$ cat config.mk
export PLATFORM = sky130hd
export DESIGN_NAME = avalon_master
export DESIGN_NICKNAME = d
export VERILOG_FILES = /design/src/source/cache_pkg.sv /design/src/source/avalon_master.sv
export SDC_FILE = /design/constraint.sdc
export NUM_CORES = 1
export LEC_CHECK = 0
export BUFFER_PORTS_ARGS = -buffer_cell sky130_fd_sc_hd__clkbuf_2
export CAP_MARGIN = 0
export CORE_UTILIZATION = 44
export CTS_CLUSTER_DIAMETER = 80
export DETAILED_ROUTE_END_ITERATION = 6
export PLACE_DENSITY_LB_ADDON = 0.1
export SETUP_SLACK_MARGIN = 0.02
export SYNTH_ARGS = -nofsm -noshare
export SYNTH_HDL_FRONTEND = slang
export SYNTH_SLANG_ARGS = --single-unit
$ cat constraint.sdc
create_clock -name cpu_write -period 5.5 [get_ports cpu_write]
set_input_delay 1.65 -clock cpu_write [delete_from_list [all_inputs] [get_ports cpu_write]]
set_output_delay 1.65 -clock cpu_write [all_outputs]
set_load 0.01 [all_outputs]
$ cat src/source/cache_pkg.sv
package cache_pkg;

  // One data word, as seen by both the CPU and the Avalon bus
  typedef logic [31:0] word_t;

  // Byte address; bits 1:0 never select anything inside the cache
  typedef logic [31:0] addr_t;

  // Bit i enables byte lane i, that is bits 8i+7 down to 8i
  typedef logic [3:0] byte_en_t;

  // Associativity of the cache
  // The insert-and-shift replacement in cache_ways is written around this value
  localparam int NUM_WAYS = 4;

  // Controller states
  // A load hit runs idle, lookup, done
  // A load miss runs idle, lookup, bus_read, fill, done
  // A store always runs idle, lookup, bus_write, done
  typedef enum logic [2:0] {
    ctrl_idle,
    ctrl_lookup,
    ctrl_bus_read,
    ctrl_fill,
    ctrl_bus_write,
    ctrl_done
  } ctrl_state_t;

endpackage
$ cat src/source/avalon_master.sv
`timescale 1ns/100ps

module avalon_master
  import cache_pkg::*;
(
  input  logic     cpu_write,
  input  logic     rst_n,
  input  logic     start_read,
  input  logic     start_write,
  input  addr_t    bus_address_in,
  input  word_t    bus_writedata_in,
  input  byte_en_t bus_byteenable_in,
  output logic     bus_done,
  output word_t    bus_data,
  output addr_t    address,
  output logic     read,
  output logic     write,
  output word_t    writedata,
  output byte_en_t byteenable,
  input  logic     waitrequest,
  input  word_t    readdata
);

  logic busy;
  logic accept;

  // Only one transfer is ever outstanding
  assign busy   = read | write;
  assign accept = !busy && (start_read || start_write);

  // Strobes and the completion pulse
  // A strobe goes up one edge after its start pulse and comes down at the edge
  // where the slave drops waitrequest
  always_ff @(posedge cpu_write or negedge rst_n) begin
    if (!rst_n) begin
      read     <= 1'b0;
      write    <= 1'b0;
      bus_done <= 1'b0;
    end else begin
      bus_done <= 1'b0;
      if (busy) begin
        if (!waitrequest) begin
          read     <= 1'b0;
          write    <= 1'b0;
          bus_done <= 1'b1;
        end
      end else if (accept) begin
        read  <= start_read;
        write <= start_write;
      end
    end
  end

  // Address, data and lanes are latched once and stay put while waitrequest is high
  // Word aligned addresses only, so the byte offset is forced to zero
  always_ff @(posedge cpu_write) begin
    if (accept) begin
      address    <= {bus_address_in[31:2], 2'b00};
      writedata  <= bus_writedata_in;
      byteenable <= bus_byteenable_in;
    end
  end

  // Read data is only valid at the completing edge, so keep a copy for the controller
  always_ff @(posedge cpu_write) begin
    if (read && !waitrequest) begin
      bus_data <= readdata;
    end
  end

endmodule

Yosys cells after proc, flatten, opt, wreduce, memory -nomap -nowiden
Index checks and enable logic that the tools add are counted.
Cells by class
  reduce and logical (&&, ||, !) cells: 7
  bitwise logic cells: 1
  multiplexer cells: 7
  divide/modulo/power cells: 0
  add/subtract/negate cells: 0
  $mul: 0
  order comparisons: 0
  shift operators: 0
  eq/ne operators: 1
Operators with widths (number)
  1-bit two-way mux: 7
  1-bit logical AND: 2
  1-bit zero test: 2
  2-bit inequality test, second input constant: 1
  2-bit AND reduction: 1
  2-bit nonzero test: 1
  1-bit logical OR: 1
  1-bit bitwise OR: 1
Word-level totals
  bits in registers: 101
  output and inout port bits: 103
  memory bits (read-only): 0
  latch bits: 0
  memories: 0
  logic and storage cells: 23
  bits in writable memories: 0
  input port bits: 105

Depth between registers and ports, before layout
  depth in word-level cells: 5
  depth in mapped cells: 2
  mapped depth without buffers: 2

Least setup slack after synthesis
No wires, ideal clock.
  kind: input -> register
  from: input port start_read
  to: register address[10] (enable)
  stages on the path: 1
  library setup time: 0.429 ns
  path buffers: 0
  arrival: 3.177 ns
  required time: 5.071 ns
  path slack: 1.894 ns
  cells stage by stage: o21a_1
On the way
  longest elaborated chain between the ends: 2
RTL lines
  from (decl): line avalon_master.sv:8  | input logic start_read,
  1-bit logical OR: line avalon_master.sv:29  | assign accept = !busy && (start_read || start_write);
  1-bit logical AND: line avalon_master.sv:29
  to (signal assigned): line avalon_master.sv:58  | address <= {bus_address_in[31:2], 2'b00};
  to (decl): line avalon_master.sv:15  | output addr_t address,
No other way between the ends.
A chain may end at the register's enable or synchronous reset.

Worst setup path in the final report
  from: input port start_read
  to: register writedata[7] (enable)
On the way
  longest elaborated chain between the ends: 2
RTL lines
  1-bit logical OR: line avalon_master.sv:29
  1-bit logical AND: line avalon_master.sv:29
  via accept: line avalon_master.sv:25  | logic accept;
  to (signal assigned): line avalon_master.sv:59  | writedata <= bus_writedata_in;
  to (decl): line avalon_master.sv:18  | output word_t writedata,
The timed path passes the listed nets, and every way through them passes these cells.

==> impl_metrics.yaml <==
routing:
  drtAntennaViolNets: 0
  first_iter_violations: 32
  drt_pass1_iterations: 3
  vias: 1857
  route.detailed.drc: 0
  wirelength_mm: 5.878
  vias_per_cell: 4.319
  wl_per_cell_um: 13.67
layout:
  layout.nets: 434
  syn2layout_area_growth_pct: 42.98
  multi_input_area_um2: 66.31
  n_antenna_cell: 0
  register_area_um2: 3018
  fillers: 518
  drive_above_1_share_pct: 66.17
  fin_util_pct: 65.06
global_routing:
  overflow: 0
  track_usage_pct: 15.73
  grt_pass1_wl_mm: 8.293
  first_global_vias: 1785
  grt_start_max_net_pins: 37
  antenna_found_initial: 0
setup_path:
  start_kind: "input port"
  crit_slowest_cell: "o21a_2"
  cp-startpoint: "start_read"
  end_kind: "register"
  r2r_cells: 3
  critPathKind: "input port to register"
  path_cells: "clkbuf_2, o21a_2, buf_4"
  r2r_setup_slack_ps: 3360
  critPathMaxFanout: 36
  reg2reg_to: "writedata[7]"
  crit_family: "buffers and inverters"
  timing.rr.start: "read"
  cp.arrival_ps: 2890
  cp_data_required_time_ps: 5490
  path_buf_inv: 2
  cpPeakStageDelay_ps: 610
timing:
  skew_ps: 7.357
  setup_viol: 0
  fin_setup_tns_ps: 0
  drv_slew: 0
  rsz0062_at_grt: "false"
  relSlewSlack_pct: 51.75
  worstMarginPinSlew_ps: 723.8
  finalHoldViolations: 0
  max_freq_ghz: 0.3451
  finalCritPeriodShare_pct: 52.68
  postLayoutSetupSlackWorst_ps: 2603
  layout_min_cycle_time_ps: 2897
yosys:
  synth_common_cells: "98 x edfxtp_1, 3 x dfrtp_1"
  synth-async-reset-ratio_pct: 2.970
  syn-cell-area_um2: 3092
  synth_cell_types: 11
  syn_avg_cell_area_um2: 27.12
  synth_cells: 114
  yosysTopAreaCell: "edfxtp_1"
  synth.area.top_cells: "edfxtp_1 95%, dfrtp_1 2.4%, buf_4 0.49%"
  ys_warn_count: 0
  synth-seq-area-share_pct: 97.61
  yosysMostFrequentCell: "edfxtp_1"
  synth_edf_count: 98
  synth_ff_type: "edfxtp_1"
  ys_ff_latch: 101
  synth_top_area_share_pct: 95.18
die:
  start_util_pct: 45.51
  core_um2: 6794
  placementRows: 30
  die_w_um: 85.83
  ios: 208
  die_area_um2: 7366
  die_y_um: 85.83
clocking:
  cts-root-buf: "clkbuf_8"
  path_clk_slew_ps: 90
  cts_hold_buffers: 0
  clock_latency_ps: 340
  cts_resized: 0
  cts_tree: "built"
  cts.sinks: 101
  cts_max_path_buffers: 2
  cts_buffers: 9
  cts_setup_buffers: 0
  htreeDepth: 3
job:
  maxCapViolCount: 0
placement:
  numPortBuffers: 203
  hpwl_mm: 4.517
  routabilityCongestion: 0.7333
  preCtsSetupSlack_ps: 2208
min_path:
  min_path_type: "register to register"
  hold_path_depth: 1
  hold_end: "read"
  hp-start: "write"
power:
  peakVddDrop_v: 0.0002225
  powerDensity_nw_per_um2: 432.7
  total_power_w: 0.001913
  power_leakage_nw: 1.930
run_status:
  status: "complete, no violations"
==> layer usage <==
metal / GRT usage [%] / share of wire (%) / vias to the layer above
li1: - / - / 873
met1: 15.94 / 36 / 847
met2: 26.62 / 50 / 127
met3: 7.988 / 12 / 10
met4: 8.182 / 2.0 / 0
met5: 0 / 0 / -
==> layout by cell type (no fill, tap or decap), drive strengths merged <==
master,instances
edfxtp,98
nor2b,1
conb,2
nand2b,2
o21ai,2
clkinvlp,2
nand2,2
buf,2
nor2,2
clkinv,1
clkbuf,215
bufinv,1
o21a,1
dfrtp,3
==> cells by family after synthesis <==
logic type             Yosys count  synth area share, %
AOI/OAI and AO/OA                3               0.6880
other                            1               0.1213
buffers and inverters            2               0.4855
and+or+nand+nor                  7                1.093
DFF                            101                97.61
==> sequential cells by signal, summed over array words and instances (netlist names) <==
| name | cells |
|---|---|
| address | 30 |
| byteenable | 4 |
| read | 1 |
| bus_data | 32 |
| writedata | 32 |
| bus_done | 1 |
| write | 1 |
==> worst register-to-register path, cell delays in order (launching register included) <==
cell	delay, ps
dfrtp_1	440
nor2_1	170
o21a_2	640
buf_4	530
==> cell type report <==
class                   count  share of cell area, %
well taps                  96                  2.717
flip-flops and latches    101                  68.27
clock buffers              12                  3.057
clock inverters             4                  1.132
multi-input cells          12                  1.500
repair buffers            205                  23.32
==> through the flow <==
step                      instance area (µm²)  instances  hold slack [ps]
final                                    4420        430            541.0
after global routing                     4420        430            575.5
after CTS                                4420        430            543.3
after detailed placement                 4235        414            531.0
after global placement                   4235        414            518.2
after floorplan                          3095        115            548.0
==> worst max path at each step <==
stage | to | cells past startpoint
2_1_floorplan | address[10] | 1
3_3_place_gp | address[11] | 3
3_5_place_dp | writedata[6] | 3
4_1_cts | writedata[7] | 3
5_1_grt | writedata[7] | 3
6_report | writedata[7] | 3
==> report_power, final <==
part / total (W) / switching [W] / leakage (nW) / internal, W
Sequential: 0.00110 / 0.0000446 / 0.961 / 0.00106
Combinational: 0.000376 / 0.000242 / 0.883 / 0.000134
Clock: 0.000435 / 0.000225 / 0.0866 / 0.000210
No activity file was read; power rests on OpenSTA's default activity.
